==> src/busPkg.sv <==
// APB register map and bus structs for the arena core
// APB3 subset with no wait states, so pready is constant 1
// Only paddr[3:0] is decoded, and offsets are byte addresses
package busPkg;

    typedef struct packed {
        logic        psel;
        logic        penable;
        logic        pwrite;
        logic [3:0]  paddr;
        logic [31:0] pwdata;
    } apbReqT;   // 39 bits

    typedef struct packed {
        logic [31:0] prdata;
        logic        pready;
        logic        pslverr;
    } apbRspT;   // 34 bits

    // Keycode register, read and write
    localparam logic [3:0] KEY_ADDR = 4'h0;

    // Player status, read-only
    // X in [8:0], Y in [24:16], dir in [29:28], attackOn in [31]
    localparam logic [3:0] PLAYER_ADDR = 4'h4;

endpackage

==> src/gamePkg.sv <==
// Game geometry, keycodes and pixel types for the arena core
// Coordinates are 9 bits and wrap modulo 512
// Sprites are fixed at 16x16, so a sprite address fits in 8 bits
package gamePkg;

    typedef logic [8:0] coordT;

    typedef enum logic [1:0] {
        DOWN  = 2'd0,
        LEFT  = 2'd1,
        UP    = 2'd2,
        RIGHT = 2'd3
    } dirT;

    typedef struct packed {
        coordT x;
        coordT y;
        dirT   dir;
    } playerStateT;   // 20 bits

    typedef struct packed {
        logic       hit;
        logic [7:0] addr;   // Row-major, offX + 16*offY
    } spriteHitT;

    typedef enum logic [1:0] {
        FLOOR  = 2'd0,
        WALL   = 2'd1,
        PLAYER = 2'd2,
        ATTACK = 2'd3
    } layerT;

    typedef struct packed {
        layerT      layer;
        logic [7:0] addr;
    } pixelT;   // 10 bits

    localparam int SPRITE_W = 16;
    localparam int SPRITE_H = 16;
    localparam int ARENA_W  = 320;
    localparam int ARENA_H  = 240;
    localparam int STEP     = 16;   // Pixels per player step
    localparam int MOTION_DIV = 4;  // Frame edges per motion tick

    localparam coordT PLAYER_X0 = 9'd160;
    localparam coordT PLAYER_Y0 = 9'd112;
    localparam dirT   DIR0      = DOWN;

    // USB HID usage codes
    localparam logic [7:0] KEY_SPACE = 8'd44;
    localparam logic [7:0] KEY_W     = 8'd26;
    localparam logic [7:0] KEY_A     = 8'd4;
    localparam logic [7:0] KEY_S     = 8'd22;
    localparam logic [7:0] KEY_D     = 8'd7;

endpackage

==> src/apbKeyRegs.sv <==
// APB slave with the keycode register and a read-only player status word
// No wait states; read data and pslverr are combinational in the access cycle
// Unmapped offsets give pslverr, writes to them are ignored and reads return 0
module apbKeyRegs (
    input  logic                 Clk,
    input  logic                 arstN,
    input  busPkg::apbReqT       apbReq,
    output busPkg::apbRspT       apbRsp,
    output logic [7:0]           keycode,
    input  gamePkg::playerStateT player,
    input  logic                 attackOn
);
    import busPkg::*;

    logic        access;
    logic        keySel;
    logic        playerSel;
    logic [31:0] statusWord;

    assign access    = apbReq.psel && apbReq.penable;
    assign keySel    = (apbReq.paddr == KEY_ADDR);
    assign playerSel = (apbReq.paddr == PLAYER_ADDR);

    // Status word layout as in the register map
    assign statusWord = {attackOn, 1'b0, player.dir, 3'b000, player.y,
                         7'b0000000, player.x};

    always_ff @(posedge Clk or negedge arstN) begin
        if (!arstN) begin
            keycode <= '0;
        end else if (access && apbReq.pwrite && keySel) begin
            keycode <= apbReq.pwdata[7:0];
        end
    end

    always_comb begin
        apbRsp.pready  = 1'b1;
        apbRsp.pslverr = access && !(keySel || playerSel);
        apbRsp.prdata  = '0;
        if (access && !apbReq.pwrite) begin
            if (keySel) begin
                apbRsp.prdata = {24'd0, keycode};
            end else if (playerSel) begin
                apbRsp.prdata = statusWord;
            end
        end
    end

endmodule

==> src/frameTicker.sv <==
// Turns the frame-sync input into a motion tick on every MOTION_DIV-th rising edge
// frameSync is assumed to be slow and held for at least two clock cycles
// Edge pulse one cycle after sampling, tick one cycle after that
module frameTicker (
    input  logic Clk,
    input  logic arstN,
    input  logic frameSync,
    output logic motionTick
);
    import gamePkg::*;

    localparam int CNT_W = $clog2(MOTION_DIV);

    logic             syncQ;
    logic             syncQd;
    logic             edgePulse;
    logic [CNT_W-1:0] edgeCnt;

    always_ff @(posedge Clk or negedge arstN) begin
        if (!arstN) begin
            syncQ      <= 1'b0;
            syncQd     <= 1'b0;
            edgePulse  <= 1'b0;
            edgeCnt    <= '0;
            motionTick <= 1'b0;
        end else begin
            syncQ      <= frameSync;
            syncQd     <= syncQ;
            edgePulse  <= syncQ && !syncQd;   // Rising edge seen
            motionTick <= edgePulse && (edgeCnt == CNT_W'(MOTION_DIV - 1));
            if (edgePulse) begin
                edgeCnt <= (edgeCnt == CNT_W'(MOTION_DIV - 1)) ? '0 : edgeCnt + 1'b1;
            end
        end
    end

endmodule

==> src/playerMotion.sv <==
// Player position and facing, stepped on each motion tick
// WASD keys turn and move the player by STEP pixels
// Position is clamped so the whole sprite stays inside the arena
module playerMotion (
    input  logic                 Clk,
    input  logic                 arstN,
    input  logic                 motionTick,
    input  logic [7:0]           keycode,
    output gamePkg::playerStateT player
);
    import gamePkg::*;

    localparam int X_MAX = ARENA_W - SPRITE_W;
    localparam int Y_MAX = ARENA_H - SPRITE_H;

    playerStateT nextState;
    logic [9:0]  xSum;   // Wide so the clamp test cannot wrap
    logic [9:0]  ySum;

    assign xSum = {1'b0, player.x} + 10'(STEP);
    assign ySum = {1'b0, player.y} + 10'(STEP);

    always_comb begin
        nextState = player;
        case (keycode)
            KEY_W: begin
                nextState.dir = UP;
                nextState.y   = (player.y < coordT'(STEP)) ? '0 : player.y - coordT'(STEP);
            end
            KEY_A: begin
                nextState.dir = LEFT;
                nextState.x   = (player.x < coordT'(STEP)) ? '0 : player.x - coordT'(STEP);
            end
            KEY_S: begin
                nextState.dir = DOWN;
                nextState.y   = (ySum > 10'(Y_MAX)) ? coordT'(Y_MAX) : coordT'(ySum);
            end
            KEY_D: begin
                nextState.dir = RIGHT;
                nextState.x   = (xSum > 10'(X_MAX)) ? coordT'(X_MAX) : coordT'(xSum);
            end
            default: ;   // Any other key holds still
        endcase
    end

    always_ff @(posedge Clk or negedge arstN) begin
        if (!arstN) begin
            player.x   <= PLAYER_X0;
            player.y   <= PLAYER_Y0;
            player.dir <= DIR0;
        end else if (motionTick) begin
            player <= nextState;
        end
    end

endmodule

==> src/spriteWindow.sv <==
// Combinational hit test of one SPRITE_W x SPRITE_H sprite
// Window bounds are compared unwrapped, so a sprite near 511 does not reach 0
// Address is row-major inside the sprite, and all zero on a miss
module spriteWindow (
    input  gamePkg::coordT     originX,
    input  gamePkg::coordT     originY,
    input  logic               enable,
    input  gamePkg::coordT     pixelX,
    input  gamePkg::coordT     pixelY,
    output gamePkg::spriteHitT hit
);
    import gamePkg::*;

    logic  inX;
    logic  inY;
    coordT offX;
    coordT offY;

    assign inX = (pixelX >= originX) && ({1'b0, pixelX} < {1'b0, originX} + 10'(SPRITE_W));
    assign inY = (pixelY >= originY) && ({1'b0, pixelY} < {1'b0, originY} + 10'(SPRITE_H));

    assign offX = pixelX - originX;
    assign offY = pixelY - originY;

    always_comb begin
        hit = '0;
        if (enable && inX && inY) begin
            hit.hit  = 1'b1;
            hit.addr = 8'(offY * SPRITE_W + offX);
        end
    end

endmodule

==> src/attackSprite.sv <==
// Attack sprite shown one sprite width in front of the player
// Visible while the space key is held, one cycle behind the key register
// Origin wraps modulo 512, so an attack off the left or top edge lands near 496
module attackSprite (
    input  logic                 Clk,
    input  logic                 arstN,
    input  logic [7:0]           keycode,
    input  gamePkg::playerStateT player,
    input  gamePkg::coordT       pixelX,
    input  gamePkg::coordT       pixelY,
    output logic                 attackOn,
    output gamePkg::spriteHitT   hit
);
    import gamePkg::*;

    coordT originX;
    coordT originY;

    always_ff @(posedge Clk or negedge arstN) begin
        if (!arstN) begin
            attackOn <= 1'b0;
        end else begin
            attackOn <= (keycode == KEY_SPACE);
        end
    end

    // Shift the origin toward the facing side
    always_comb begin
        originX = player.x;
        originY = player.y;
        case (player.dir)
            DOWN:    originY = player.y + coordT'(SPRITE_H);
            LEFT:    originX = player.x - coordT'(SPRITE_W);
            UP:      originY = player.y - coordT'(SPRITE_H);
            RIGHT:   originX = player.x + coordT'(SPRITE_W);
            default: ;
        endcase
    end

    spriteWindow uAttackWin (
        .originX (originX),
        .originY (originY),
        .enable  (attackOn),
        .pixelX  (pixelX),
        .pixelY  (pixelY),
        .hit     (hit)
    );

endmodule

==> src/pixelMixer.sv <==
// Layer priority and output register for one pixel per cycle
// Priority is attack, player, wall, floor
// Anything outside the arena counts as wall
module pixelMixer (
    input  logic               Clk,
    input  logic               arstN,
    input  gamePkg::coordT     pixelX,
    input  gamePkg::coordT     pixelY,
    input  gamePkg::spriteHitT attackHit,
    input  gamePkg::spriteHitT playerHit,
    output gamePkg::pixelT     pixel
);
    import gamePkg::*;

    logic  isWall;
    pixelT nextPixel;

    assign isWall = (pixelX == '0) || (pixelX >= coordT'(ARENA_W - 1)) ||
                    (pixelY == '0) || (pixelY >= coordT'(ARENA_H - 1));

    always_comb begin
        nextPixel = '{layer: FLOOR, addr: 8'd0};
        if (attackHit.hit) begin
            nextPixel = '{layer: ATTACK, addr: attackHit.addr};
        end else if (playerHit.hit) begin
            nextPixel = '{layer: PLAYER, addr: playerHit.addr};
        end else if (isWall) begin
            nextPixel.layer = WALL;
        end
    end

    always_ff @(posedge Clk or negedge arstN) begin
        if (!arstN) begin
            pixel <= '{layer: FLOOR, addr: 8'd0};
        end else begin
            pixel <= nextPixel;
        end
    end

endmodule

==> src/arenaTop.sv <==
// Arena game core: APB key register, frame pacing, player, attack and pixel layers
// Pixel result appears one cycle after the coordinate, one coordinate per cycle
module arenaTop (
    input  logic             Clk,
    input  logic             arstN,
    input  busPkg::apbReqT   apbReq,
    output busPkg::apbRspT   apbRsp,
    input  logic             frameSync,
    input  gamePkg::coordT   pixelX,
    input  gamePkg::coordT   pixelY,
    output gamePkg::pixelT   pixel
);
    import gamePkg::*;

    logic [7:0]  keycode;
    logic        motionTick;
    logic        attackOn;
    playerStateT player;
    spriteHitT   attackHit;
    spriteHitT   playerHit;

    apbKeyRegs uKeyRegs (
        .Clk      (Clk),
        .arstN    (arstN),
        .apbReq   (apbReq),
        .apbRsp   (apbRsp),
        .keycode  (keycode),
        .player   (player),
        .attackOn (attackOn)
    );

    frameTicker uTicker (
        .Clk        (Clk),
        .arstN      (arstN),
        .frameSync  (frameSync),
        .motionTick (motionTick)
    );

    playerMotion uPlayer (
        .Clk        (Clk),
        .arstN      (arstN),
        .motionTick (motionTick),
        .keycode    (keycode),
        .player     (player)
    );

    spriteWindow uPlayerWin (
        .originX (player.x),
        .originY (player.y),
        .enable  (1'b1),   // Player is always drawn
        .pixelX  (pixelX),
        .pixelY  (pixelY),
        .hit     (playerHit)
    );

    attackSprite uAttack (
        .Clk      (Clk),
        .arstN    (arstN),
        .keycode  (keycode),
        .player   (player),
        .pixelX   (pixelX),
        .pixelY   (pixelY),
        .attackOn (attackOn),
        .hit      (attackHit)
    );

    pixelMixer uMixer (
        .Clk       (Clk),
        .arstN     (arstN),
        .pixelX    (pixelX),
        .pixelY    (pixelY),
        .attackHit (attackHit),
        .playerHit (playerHit),
        .pixel     (pixel)
    );

endmodule

==> config.mk <==
export PLATFORM = sky130hd
export DESIGN_NAME = arenaTop
export DESIGN_NICKNAME = d
export VERILOG_FILES = /design/src/busPkg.sv /design/src/gamePkg.sv /design/src/apbKeyRegs.sv /design/src/frameTicker.sv /design/src/playerMotion.sv /design/src/spriteWindow.sv /design/src/attackSprite.sv /design/src/pixelMixer.sv /design/src/arenaTop.sv
export SDC_FILE = /design/constraint.sdc
export NUM_CORES = 1
export LEC_CHECK = 0
export ABC_AREA = 1
export CAP_MARGIN = 20
export CORE_MARGIN = 2
export CORE_UTILIZATION = 30
export CTS_CLUSTER_DIAMETER = 60
export DETAILED_ROUTE_END_ITERATION = 6
export DONT_BUFFER_PORTS = 1
export PLACE_DENSITY = 0.43
export RECOVER_POWER = 25
export SETUP_SLACK_MARGIN = 0.05
export SYNTH_ARGS = -nofsm -noshare
export SYNTH_HDL_FRONTEND = slang
export SYNTH_SLANG_ARGS = --single-unit
==> constraint.sdc <==
create_clock -name Clk -period 3.9 [get_ports Clk]
set_clock_uncertainty 0.15 [all_clocks]
set_input_delay 0.195 -clock Clk [delete_from_list [all_inputs] [get_ports Clk]]
set_output_delay 0.195 -clock Clk [all_outputs]
set_load 0.05 [all_outputs]
# Yosys cells after proc, flatten, opt, wreduce, memory -nomap -nowiden
# Cells that the tools add are included.
# Widths: inputs -> output; s select.
totals:
  regBits: 45
  elab_cells: 101
classes:
  n_addsub: 15
  magnitude_cmp: 14
  n_eq_ne: 10
  muxes: 19
  n_reduce_logical: 31
ops:
  columns: ["cell", "n"]
  rows:
  - ["$mux 32", 3]
  - ["$pmux 9 s2", 4]
  - ["$mux 9", 6]
  - ["$add 9x5->10 const B", 4]
  - ["$lt 9x10->1", 4]
  - ["$ge 9x9->1", 4]
  - ["$add 9x5->9 const B", 2]
  - ["$logic_not 9->1", 2]
  - ["$lt 9x5->1 const B", 2]
  - ["$sub 9x5->9 const B", 2]
  - ["$add 8x8->8", 2]
  - ["$eq 8x3->1 const B", 2]
  - ["$eq 8x5->1 const B", 2]
  - ["$sub 8x8->8", 2]
  - ["$logic_and 1x1->1", 14]
  - ["$gt 10x8->1 const B", 1]
  - ["$gt 10x9->1 const B", 1]
  - ["$mux 10", 1]
  - ["$ge 9x8->1 const B", 1]
  - ["$ge 9x9->1 const B", 1]
  - ["$eq 8x6->1 const B", 1]
  - ["$mux 8", 1]
  - ["$pmux 2 s4", 1]
  - ["$sub 4x4->4", 2]
  - ["other kinds (13)", 24]

# Logic depth before layout (Yosys ltp)
# Gate-level depths: netlist of the first run.
logic_depth:
  ltp_word: 9
  depth_mapped: 20

# Cells and area by module
# A second synthesis of the first run with hierarchy kept.
hier_totals:
  cells_unflattened: 923
  area_unflattened_um2: 6291.0
modules_own_cells:
  columns: ["mod", "instances", "cells_per_inst", "area_each_um2", "seq_area_each_um2"]
  rows:
  - ["spriteWindow at uPlayerWin", 1, 233, 1544.0, 0.0]
  - ["spriteWindow at uAttack.uAttackWin", 1, 226, 1485.2, 0.0]
  - ["playerMotion", 1, 197, 1260.0, 306.5]
  - ["apbKeyRegs", 1, 99, 778.2, 200.2]
  - ["pixelMixer", 1, 61, 510.5, 250.2]
  - ["attackSprite", 1, 87, 501.7, 25.0]
  - ["frameTicker", 1, 19, 207.7, 150.1]
  - ["arenaTop", 1, 1, 3.8, 0.0]

# Least setup slack after synthesis of the first run
# No wires, ideal clock.
synth_path:
  path_kind: "register -> register"
  from: "register, netlist name uPlayer.player[15]"
  to: "register, netlist name uMixer.pixel[7]"
  setup_ns: 0.066
  t_arrival_ns: 2.725
  setup_slack_ns: 0.958
  path_stages_with_launch: 17
  n_path_buf: 0
  period_less_slack_ns: 2.942
  path_cell_list: "dfrtp_1 inv_1 ha_1 inv_1 nand2_1 nand3_1 inv_1 fa_1 inv_1 ha_1 nand2_1 inv_1 nand4_1 o211ai_1 xnor2_1 nand4_1 nand2_1"

==> flow_metrics.py, run 1 <==
metrics = {
    "cells_and_area": {
        "nets": 817,
        "seqCellArea_um2": 932,
        "final_core_util_pct": 33.9,
        "n_fill_cell": 1655,
        "n_antenna_cell": 0,
        "multi_input_area_mm2": 0.00321,
        "syn_to_final_growth_pct": 11.0,
        "drive_gt1_share_pct": 8.30,
        "design_area_mm2": 0.00511,
    },
    "setup_path": {
        "cp_max_fo": 10,
        "cp_slowest_cell": "dfstp_2",
        "crit_buf_inv": 4,
        "critical_path_class": "reg2reg",
        "arrival_ps": 3390,
        "reg2reg_depth": 19,
        "rrSetupSlack_ps": 540,
        "timing.rr.start": "uPlayer.player[16]",
        "path_cells": "inv_1, ha_1, inv_1, nand2_1, nand3_1, inv_1, ha_1, inv_1, ha_1, a21oi_1, nand3_1, nand2_1, nand2_1, nand2_1, nand2_1, nand2_4, nand3_4, nand2_1, nand2_1",
        "cp.required_ps": 3920,
        "cp-end-kind": "flop",
        "rr_endpoint": "uMixer.pixel[0]",
        "worstSetupStartpointType": "flop",
        "crit_top_cell": "nand2_1",
        "slowest_delay_ps": 580,
        "crit_family": "simple AND/OR/NAND/NOR gates",
    },
    "synthesis": {
        "synth_cell_types": 46,
        "synth-edff-count": 0,
        "synth_area_mm2": 0.00460,
        "ys_warn_count": 0,
        "syn_area_per_cell_um2": 6.96,
        "yosys-top-cells-area": "dfrtp_1 (17%), ha_1 (17%), nand2_1 (12%)",
        "synthCells": 661,
        "synth-async-reset-ratio_pct": 100,
        "yosysTopAreaCellShare_pct": 17.4,
        "synth_seq_cells": 37,
        "synth_most_common_cell": "nand2_1",
        "synth_ff_type": "dfrtp_1",
        "synth_top_cell_by_area": "dfrtp_1",
        "yosysSeqAreaShare_pct": 20.3,
        "netlist_top_cells_count": "nand2_1 (143), inv_1 (96), ha_1 (64)",
    },
    "timing": {
        "final_hold_viol_count": 0,
        "max_slew_margin_pct": -33.7,
        "holdWs_ps": 13.9,
        "fin_crit_ps": 3360,
        "max_clock_freq_ghz": 0.297,
        "setup_viol": 0,
        "period_share_pct": 86.2,
        "tns_ps": 0,
        "slew_violations": 38,
        "worst_slew_pin_slew_ps": 2010,
        "rsz0062_at_grt": "false",
    },
    "drt": {
        "firstDrtPassIters": 4,
        "antenna_left": 0,
        "vias": 4226,
        "vias_per_cell": 4.83,
        "wl_mm": 12.5,
        "wire_per_inst_um": 14.3,
        "initialDrtViolationCount": 196,
        "drc": 0,
    },
    "hold_path": {
        "holdCritStartpoint": "pixelX[0]",
        "whs_path_depth": 4,
        "hold_path_end": "uMixer.pixel[0]",
        "hp-class": "in2reg",
    },
    "placement": {
        "placed_area_mm2": 0.00485,
        "portBuffers": 0,
        "globalplace.congestion": 0.850,
        "place_hpwl_mm": 10.3,
    },
    "power_and_ir_drop": {
        "power_switching_share_pct": 36.1,
        "seqPwrFrac_pct": 37.0,
        "combinationalPowerShare_pct": 29.4,
        "total_power_w": 0.00123,
        "clkPwrFrac_pct": 33.7,
        "p_int_w": 0.000788,
        "p_leak_nw": 2.49,
        "power.switching_w": 0.000445,
        "vdd_drop_max_mv": 0.145,
        "powerDensity_mw_per_mm2": 241,
    },
    "grt": {
        "grt_pass1_vias": 4194,
        "grt_max_degree": 38,
        "grt_usage_pct": 16.1,
        "antenna_found_initial": 0,
        "grt_pass1_wl_mm": 21.1,
        "gr-total-overflow": 0,
    },
    "clock_tree": {
        "cts_max_level": 2,
        "cts_tree": "done",
        "clkSinkCount": 37,
        "clockRootBuffer": "clkbuf_16",
        "cts-buffers-inserted": 5,
        "clk_pin_slew_ps": 60,
        "post_cts_buffers": 0,
        "post_cts_resized": 0,
        "worstSkewPairLatency_ps": 280,
        "clockBufferDepth": 2,
    },
    "floorplanning": {
        "ioPinCount": 104,
        "core_mm2": 0.0151,
        "rows": 45,
        "die_x_um": 128,
        "start_util_pct": 30.5,
        "die_y_um": 128,
        "die_area_mm2": 0.0163,
    },
    "status": {
        "violations": "capacitance limit, slew limit",
        "status": "finished, violations left",
    },
    "run": {
        "cap_violations": 1,
    },
}
## power groups by stage
stage	combinational [W]	clock [W]	sequential, W
finish	0.000362	0.000415	0.000456
global route	0.000423	0.000444	0.000462
CTS	0.000367	0.000429	0.000456
detailed placement	0.000346	0	0.000463
global placement	0.000339	0	0.000462
floorplan	0.000298	0	0.000456
## flip-flops by register name, summed over array words and instances, names as in the netlist
register,cells
uTicker.motionTick,1
uTicker.edgePulse,1
uPlayer.player,12
uTicker.syncQ,1
uMixer.pixel,10
uKeyRegs.keycode,8
uTicker.edgeCnt,2
uTicker.syncQd,1
uAttack.attackOn,1
## how the worst max path moves through the flow
stage	startpoint	to	slack [ps]	cells past startpoint
2_1_floorplan	uPlayer.player[15]	uMixer.pixel[7]	960	16
3_5_place_dp	uPlayer.player[16]	uMixer.pixel[7]	500	19
5_1_grt	uPlayer.player[16]	uMixer.pixel[0]	130	19
4_1_cts	uPlayer.player[16]	uMixer.pixel[7]	500	19
6_report	uPlayer.player[16]	uMixer.pixel[0]	540	19
3_3_place_gp	uPlayer.player[16]	uMixer.pixel[7]	520	19
## timing repair
item,in CTS,in global routing
endpoints found under the hold margin,47,0
hold buffers,12,0
endpoints found under the setup margin,0,0
## stage by stage
step                std cells  worst slack, ps
finish                    875              536
global route              875              134
CTS                       875              495
detailed placement        855              500
global placement          855              524
floorplan                 679              958
## per-layer routing
metal	up-vias	part of all wire, %	track usage (%)
li1	2188	-	-
met1	1945	48	21.2
met2	85	48	28.1
met3	8	4.0	2.46
met4	0	0.83	2.84
met5	-	0	0
## kinds of logic after synthesis
| family | share of synthesized area [%] |
|---|---|
| multiplexers | 0.245 |
| flip-flops | 20.3 |
| adder cells (fa/ha/maj) | 20.4 |
| XOR/XNOR | 4.73 |
| other | 0.163 |
| AND/OR/NAND/NOR | 32.1 |
| buffers and inverters | 12.0 |
| AO/OA/AOI/OAI | 10.1 |
## layout by cell type, fill, tap and decap left out, types with 3 or more instances in the layout
master,n
o21a_1,6
inv_1,96
nand3_1,42
o21ai_0,22
conb_1,20
nor4_1,3
xor2_1,12
inv_2,5
ha_1,64
nand4_1,26
nor3_1,23
dfstp_2,5
nand2_1,143
nand2_2,3
nor2_2,4
clkbuf_16,5
nor3_2,5
a21oi_1,34
nand3_2,5
dfrtp_1,32
dlygate4sd3_1,11
o22ai_1,5
nor2_1,53
buf_4,11
xnor2_1,11
a31oi_1,4
fa_1,7
## tightest hold or removal path, delay by kind of cell
| kind | cells | cell delay [ps] |
|---|---|---|
| simple gates | 3 | 160 |
| buf+inv | 1 | 50 |
## area by class of cell
class,instances,share of cell area (%)
Clock buffer,5,2.45
Multi-Input combinational cell,517,62.9
Inverter,102,7.54
Clock inverter,3,0.416
Sequential cell,37,18.2
Timing Repair Buffer,23,3.85
Tap cell,188,4.60
(Power assumes the default switching activity.)
==> run 2, diff against run 1 <==
Settings changed: CORE_ASPECT_RATIO from default to 0.8, PLACE_DENSITY 0.43 to 0.44.
Clock period 3.9 ns to 2.8 ns, I/O delays scaled along.
==> flow_metrics.py, run 2 (same netlist as run 1, synthesis figures left out) <==
metrics = {
    "cells_and_area": {
        "n_antenna_cell": 0,
        "syn_to_final_growth_pct": 30.0,
        "seqCellArea_um2": 933,
        "multi_input_area_mm2": 0.00352,
        "largest_register_ffs": 12,
        "reg_top3": "uPlayer.player x12, uMixer.pixel x10, uKeyRegs.keycode x8",
        "layout_commonest_cell": "nand2_1",
        "regMostFlops": "uPlayer.player",
        "drive_gt1_share_pct": 23.6,
        "layout_common_cells": "nand2_1 (126), inv_1 (84), buf_4 (71), ha_1 (53), nor2_1 (48)",
        "n_fill_cell": 1559,
        "design_area_mm2": 0.00598,
        "nets": 885,
    },
    "grt": {
        "grt_usage_pct": 17.1,
        "antenna_found_initial": 0,
        "grt_pass1_wl_mm": 22.3,
        "gr-total-overflow": 0,
        "gr-usage-met3_pct": 2.67,
        "grt.met1_usage_pct": 24.6,
        "grt_pass1_vias": 4392,
        "grt_max_degree": 38,
        "use_met2_pct": 27.0,
        "top_usage_layer": "met2",
    },
    "drt": {
        "firstDrtPassIters": 5,
        "wire_per_inst_um": 15.1,
        "initialDrtViolationCount": 236,
        "vias_per_cell": 4.96,
        "antenna_left": 0,
        "drc": 0,
        "vias": 4680,
        "wl_mm": 14.3,
    },
    "timing": {
        "tns_ps": -151,
        "worst_slew_pin_slew_ps": 1820,
        "period_share_pct": 102,
        "fin_crit_ps": 2860,
        "holdWs_ps": 50.8,
        "max_clock_freq_ghz": 0.350,
        "max_slew_margin_pct": -21.3,
        "final_hold_viol_count": 0,
        "setup_viol": 8,
        "rsz0062_at_grt": "true",
        "setup_ws_ps": -59.8,
        "slew_violations": 38,
    },
    "setup_path": {
        "rr_endpoint": "uMixer.pixel[6]",
        "worstSetupStartpointType": "flop",
        "cp_max_fo": 5,
        "reg2reg_depth": 14,
        "timing.rr.start": "uPlayer.player[16]",
        "rrSetupSlack_ps": -60,
        "critical_path_class": "reg2reg",
        "cp.required_ps": 2880,
        "arrival_ps": 2940,
        "cp-end-kind": "flop",
    },
    "clock_tree": {
        "clockBufferDepth": 2,
        "worstSkewPairLatency_ps": 290,
        "clkSinkCount": 37,
        "clk_pin_slew_ps": 60,
        "cts_max_level": 2,
        "cts-buffers-inserted": 5,
        "clockRootBuffer": "clkbuf_16",
        "cts_tree": "done",
    },
    "power_and_ir_drop": {
        "powerDensity_mw_per_mm2": 306,
        "clkPwrFrac_pct": 32.5,
        "p_int_w": 0.00118,
        "power.switching_w": 0.000658,
        "combinationalPowerShare_pct": 32.8,
        "p_leak_nw": 2.89,
        "vdd_drop_max_mv": 0.185,
        "power_switching_share_pct": 35.9,
        "total_power_w": 0.00183,
        "seqPwrFrac_pct": 34.8,
    },
    "hold_path": {
        "hold_path_end": "uMixer.pixel[8]",
        "hp-class": "in2reg",
        "holdCritStartpoint": "pixelX[8]",
        "whs_path_depth": 4,
    },
    "run": {
        "cap_violations": 1,
    },
    "floorplanning": {
        "die_area_mm2": 0.0164,
        "ioPinCount": 104,
        "die_x_um": 142,
        "core_mm2": 0.0150,
        "start_util_pct": 30.7,
        "rows": 40,
        "die_y_um": 115,
    },
    "placement": {
        "portBuffers": 0,
        "place_hpwl_mm": 11.0,
        "globalplace.congestion": 0.835,
        "place_ws_ps": -153,
        "placed_area_mm2": 0.00535,
    },
    "status": {
        "violations": "capacitance limit, slew limit, setup timing",
        "status": "finished, violations left",
    },
}
-- run 2: how the worst max path moves through the flow --
stage | to | startpoint | cells after the start
finish | uMixer.pixel[6] | uPlayer.player[16] | 14
global route | uMixer.pixel[0] | uPlayer.player[7] | 15
CTS | uMixer.pixel[6] | uPlayer.player[6] | 20
detailed placement | uMixer.pixel[6] | uPlayer.player[6] | 20
global placement | uMixer.pixel[3] | uPlayer.player[6] | 20
floorplan | uMixer.pixel[3] | uPlayer.player[6] | 20
-- run 2: per-stage QoR --
stage               util [%]  cells
floorplan                  -    679
global placement        35.6    911
detailed placement      35.6    911
CTS                     38.6    938
global route            39.9    944
finish                  39.9    944
-- run 2: power groups by stage --
| stage | Clock [W] | Sequential (W) | Combinational, W |
|---|---|---|---|
| 2_1_floorplan | 0 | 0.000636 | 0.000421 |
| 3_3_place_gp | 0 | 0.000645 | 0.000519 |
| 5_1_grt | 0.000629 | 0.000643 | 0.000679 |
| 6_report | 0.000595 | 0.000637 | 0.000601 |
| 4_1_cts | 0.000608 | 0.000637 | 0.000581 |
| 3_5_place_dp | 0 | 0.000647 | 0.000528 |
-- run 2: cell type report --
| type | count | area share, % |
|---|---|---|
| Clock buffer | 6 | 2.32 |
| Clock inverter | 2 | 0.230 |
| Inverter | 102 | 6.52 |
| Multi-Input combinational cell | 519 | 58.9 |
| Sequential cell | 37 | 15.6 |
| Tap cell | 189 | 3.95 |
| Timing Repair Buffer | 89 | 12.5 |
-- run 2: critical path, cell delays in order, from the launching register on --
cell and delay [ps]:
dfstp_2 580, inv_4 50, ha_4 260, inv_2 60, nand2_2 60, nand3_2 80, inv_2 50, fa_1 520
inv_2 50, ha_4 280, nand4_1 90, nand3_1 120, xor2_1 220, nand4_1 130, nand2_1 80
-- run 2: timing repair --
item,in CTS,in global routing
hold buffers,13,0
setup buffers,5,5
gates cloned,1,1
resized for setup,17,37
setup endpoints to repair,10,10
hold endpoints to repair,48,0
pin swaps,29,35
-- run 2: routing by layer --
layer / up-vias / share of wire (%)
li1: 2334 / -
met1: 2235 / 49
met2: 99 / 45
met3: 12 / 4.2
met4: 0 / 1.2
met5: - / 0
==> run 3, diff against run 2 <==
Settings changed: ABC_AREA 1 to 0.
==> flow_metrics.py, run 3 <==
metrics = {
    "grt": {
        "grt_pass1_vias": 3845,
        "grt_pass1_wl_mm": 19.4,
        "grt_max_degree": 38,
        "antenna_found_initial": 0,
        "grt_usage_pct": 16.0,
        "gr-total-overflow": 0,
    },
    "floorplanning": {
        "die_area_mm2": 0.0152,
        "ioPinCount": 104,
        "start_util_pct": 31.1,
        "core_mm2": 0.0137,
        "die_x_um": 137,
        "rows": 38,
        "die_y_um": 111,
    },
    "cells_and_area": {
        "nets": 712,
        "layout_commonest_cell": "buf_4",
        "largest_register_ffs": 12,
        "layout_common_cells": "buf_4 (86), ha_1 (61), inv_1 (37), dfrtp_1 (32)",
        "drive_gt1_share_pct": 25.1,
        "regMostFlops": "uPlayer.player",
        "syn_to_final_growth_pct": 27.1,
        "reg_top3": "uPlayer.player x12, uMixer.pixel x10, uKeyRegs.keycode x8",
        "n_antenna_cell": 0,
        "design_area_mm2": 0.00544,
    },
    "synthesis": {
        "synth_cell_types": 71,
        "synth_most_common_cell": "ha_1",
        "synth-async-reset-ratio_pct": 100,
        "synthCells": 489,
        "synth_top_family_by_area": "adder cells",
        "synth-edff-count": 0,
        "yosysSeqAreaShare_pct": 21.8,
        "netlist_top_cells_count": "ha_1 (64), inv_1 (39), o21ai_0 (34)",
        "yosysTopAreaCellShare_pct": 18.7,
        "synth_seq_cells": 37,
        "yosys-top-cells-area": "dfrtp_1 (19%), ha_1 (19%), xnor2_1 (4.7%)",
        "synth_simple_gate_area_share_pct": 17.0,
        "synth_fa_ha_area_share_pct": 22.0,
        "syn_area_per_cell_um2": 8.74,
        "synth_top_cell_by_area": "dfrtp_1",
        "synth-xor-area-share_pct": 7.76,
        "synth_ff_type": "dfrtp_1",
        "ys_warn_count": 0,
        "synth_area_mm2": 0.00428,
        "muxShareOfSynthArea_pct": 5.03,
        "synth_compound_area_share_pct": 17.9,
    },
    "clock_tree": {
        "clkSinkCount": 37,
        "clockBufferDepth": 2,
        "cts_max_level": 2,
        "clockRootBuffer": "clkbuf_16",
        "clk_pin_slew_ps": 60,
        "cts_tree": "done",
        "cts-buffers-inserted": 5,
        "worstSkewPairLatency_ps": 280,
    },
    "drt": {
        "firstDrtPassIters": 4,
        "initialDrtViolationCount": 323,
        "drc": 0,
        "wl_mm": 11.9,
        "antenna_left": 0,
        "vias_per_cell": 4.95,
        "wire_per_inst_um": 15.6,
        "vias": 3775,
    },
    "setup_path": {
        "cp.required_ps": 2870,
        "cp-end-kind": "flop",
        "worstSetupStartpointType": "flop",
        "cp_max_fo": 5,
        "arrival_ps": 3390,
        "critical_path_class": "reg2reg",
    },
    "power_and_ir_drop": {
        "powerDensity_mw_per_mm2": 496,
        "vdd_drop_max_mv": 0.222,
        "p_leak_nw": 2.46,
    },
    "timing": {
        "worst_slew_pin_slew_ps": 1910,
        "setup_ws_ps": -519,
        "slew_violations": 38,
        "period_share_pct": 119,
        "max_slew_margin_pct": -27.5,
        "fin_crit_ps": 3320,
        "rsz0062_at_grt": "true",
        "holdWs_ps": 7.76,
        "setup_viol": 10,
        "max_clock_freq_ghz": 0.301,
        "final_hold_viol_count": 0,
    },
    "placement": {
        "globalplace.congestion": 0.807,
        "place_hpwl_mm": 9.38,
        "placed_area_mm2": 0.00505,
        "portBuffers": 0,
    },
    "status": {
        "status": "finished, violations left",
        "violations": "capacitance limit, slew limit, setup timing",
    },
    "hold_path": {
        "hp-class": "in2reg",
    },
    "run": {
        "cap_violations": 1,
    },
}
[run 3: cell count changes after synthesis, sizes merged, moves of 22 or more]
cell / delta
nor2: -27
nand2: -133
nand4: -22
nand3: -30
inv: -63
[run 3: cell families after synthesis]
kind of cell,count (synthesis)
simple gates,132
compound gates,113
buf+inv,77
fa+ha+maj,71
xor+xnor,37
flops,37
mux,20
other cells,2
[run 3: cell type report]
cell class | instances | area (µm²)
clock inverter | 2 | 35.0
multi-input combinational | 394 | 3150
clock buffer | 6 | 129
inverter | 41 | 154
fill | 1387 | 8310
timing repair buffer | 102 | 807
sequential | 37 | 932
tap | 180 | 225
[run 3: where the power goes]
| group | switching [W] | total (W) | internal [W] |
|---|---|---|---|
| Clock | 0.000230 | 0.000649 | 0.000419 |
| Combinational | 0.000686 | 0.00138 | 0.000696 |
| Sequential | 0.0000789 | 0.000664 | 0.000585 |
[run 3: routing by layer]
metal / wire length [µm] / GRT usage, % / vias to the layer above
met5: 0 / 0 / -
met4: 116 / 3.51 / 0
met3: 523 / 2.51 / 10
met2: 5410 / 25.1 / 68
met1: 5810 / 22.9 / 1809
li1: - / - / 1888
[run 3: timing repair]
action	CTS	global route
cloned	1	0
gates resized for setup	7	6
pin swaps	10	4
hold buffers	15	0
setup endpoints to repair	10	10
setup buffers	3	0
hold endpoints to repair	50	0
[run 3: path summary, 6_finish.rpt]
kind | start | endpoint | slack [ps] | cells past startpoint
min in group asynchronous | arstN | uMixer.pixel[3] | 960 | 2
worst min-delay path | pixelY[8] | uMixer.pixel[8] | 8 | 4
worst max register to register | uPlayer.player[7] | uMixer.pixel[1] | -520 | 15
worst min register to register | uTicker.syncQ | uTicker.syncQd | 220 | 0
max in group asynchronous | arstN | uPlayer.player[0] | 420 | 2
worst max-delay path | uPlayer.player[7] | uMixer.pixel[1] | -520 | 15
[run 3: worst max-delay path, cell delays in order, from the launching register on]
cell	delay [ps]
dfstp_2	530
inv_2	50
ha_4	270
xor2_2	140
nor2_2	60
a21oi_2	150
ha_2	210
nor3b_4	190
xor2_1	170
ha_1	260
and3_1	150
a221o_1	330
o41ai_4	90
o311ai_4	210
o31a_4	190
nor2b_2	110
[run 3: through the flow]
stage | setup TNS (ps) | util, % | instances | total power [W] | worst slack (ps)
global placement | -5320 | 36.8 | 736 | 0.00195 | -578
floorplan | -7060 | - | 507 | 0.00156 | -747
detailed placement | -6090 | 36.8 | 736 | 0.00196 | -654
finish | -4750 | 39.6 | 762 | 0.00269 | -519
CTS | -4870 | 39.4 | 762 | 0.00271 | -526
global route | -6760 | 39.6 | 762 | 0.00292 | -722
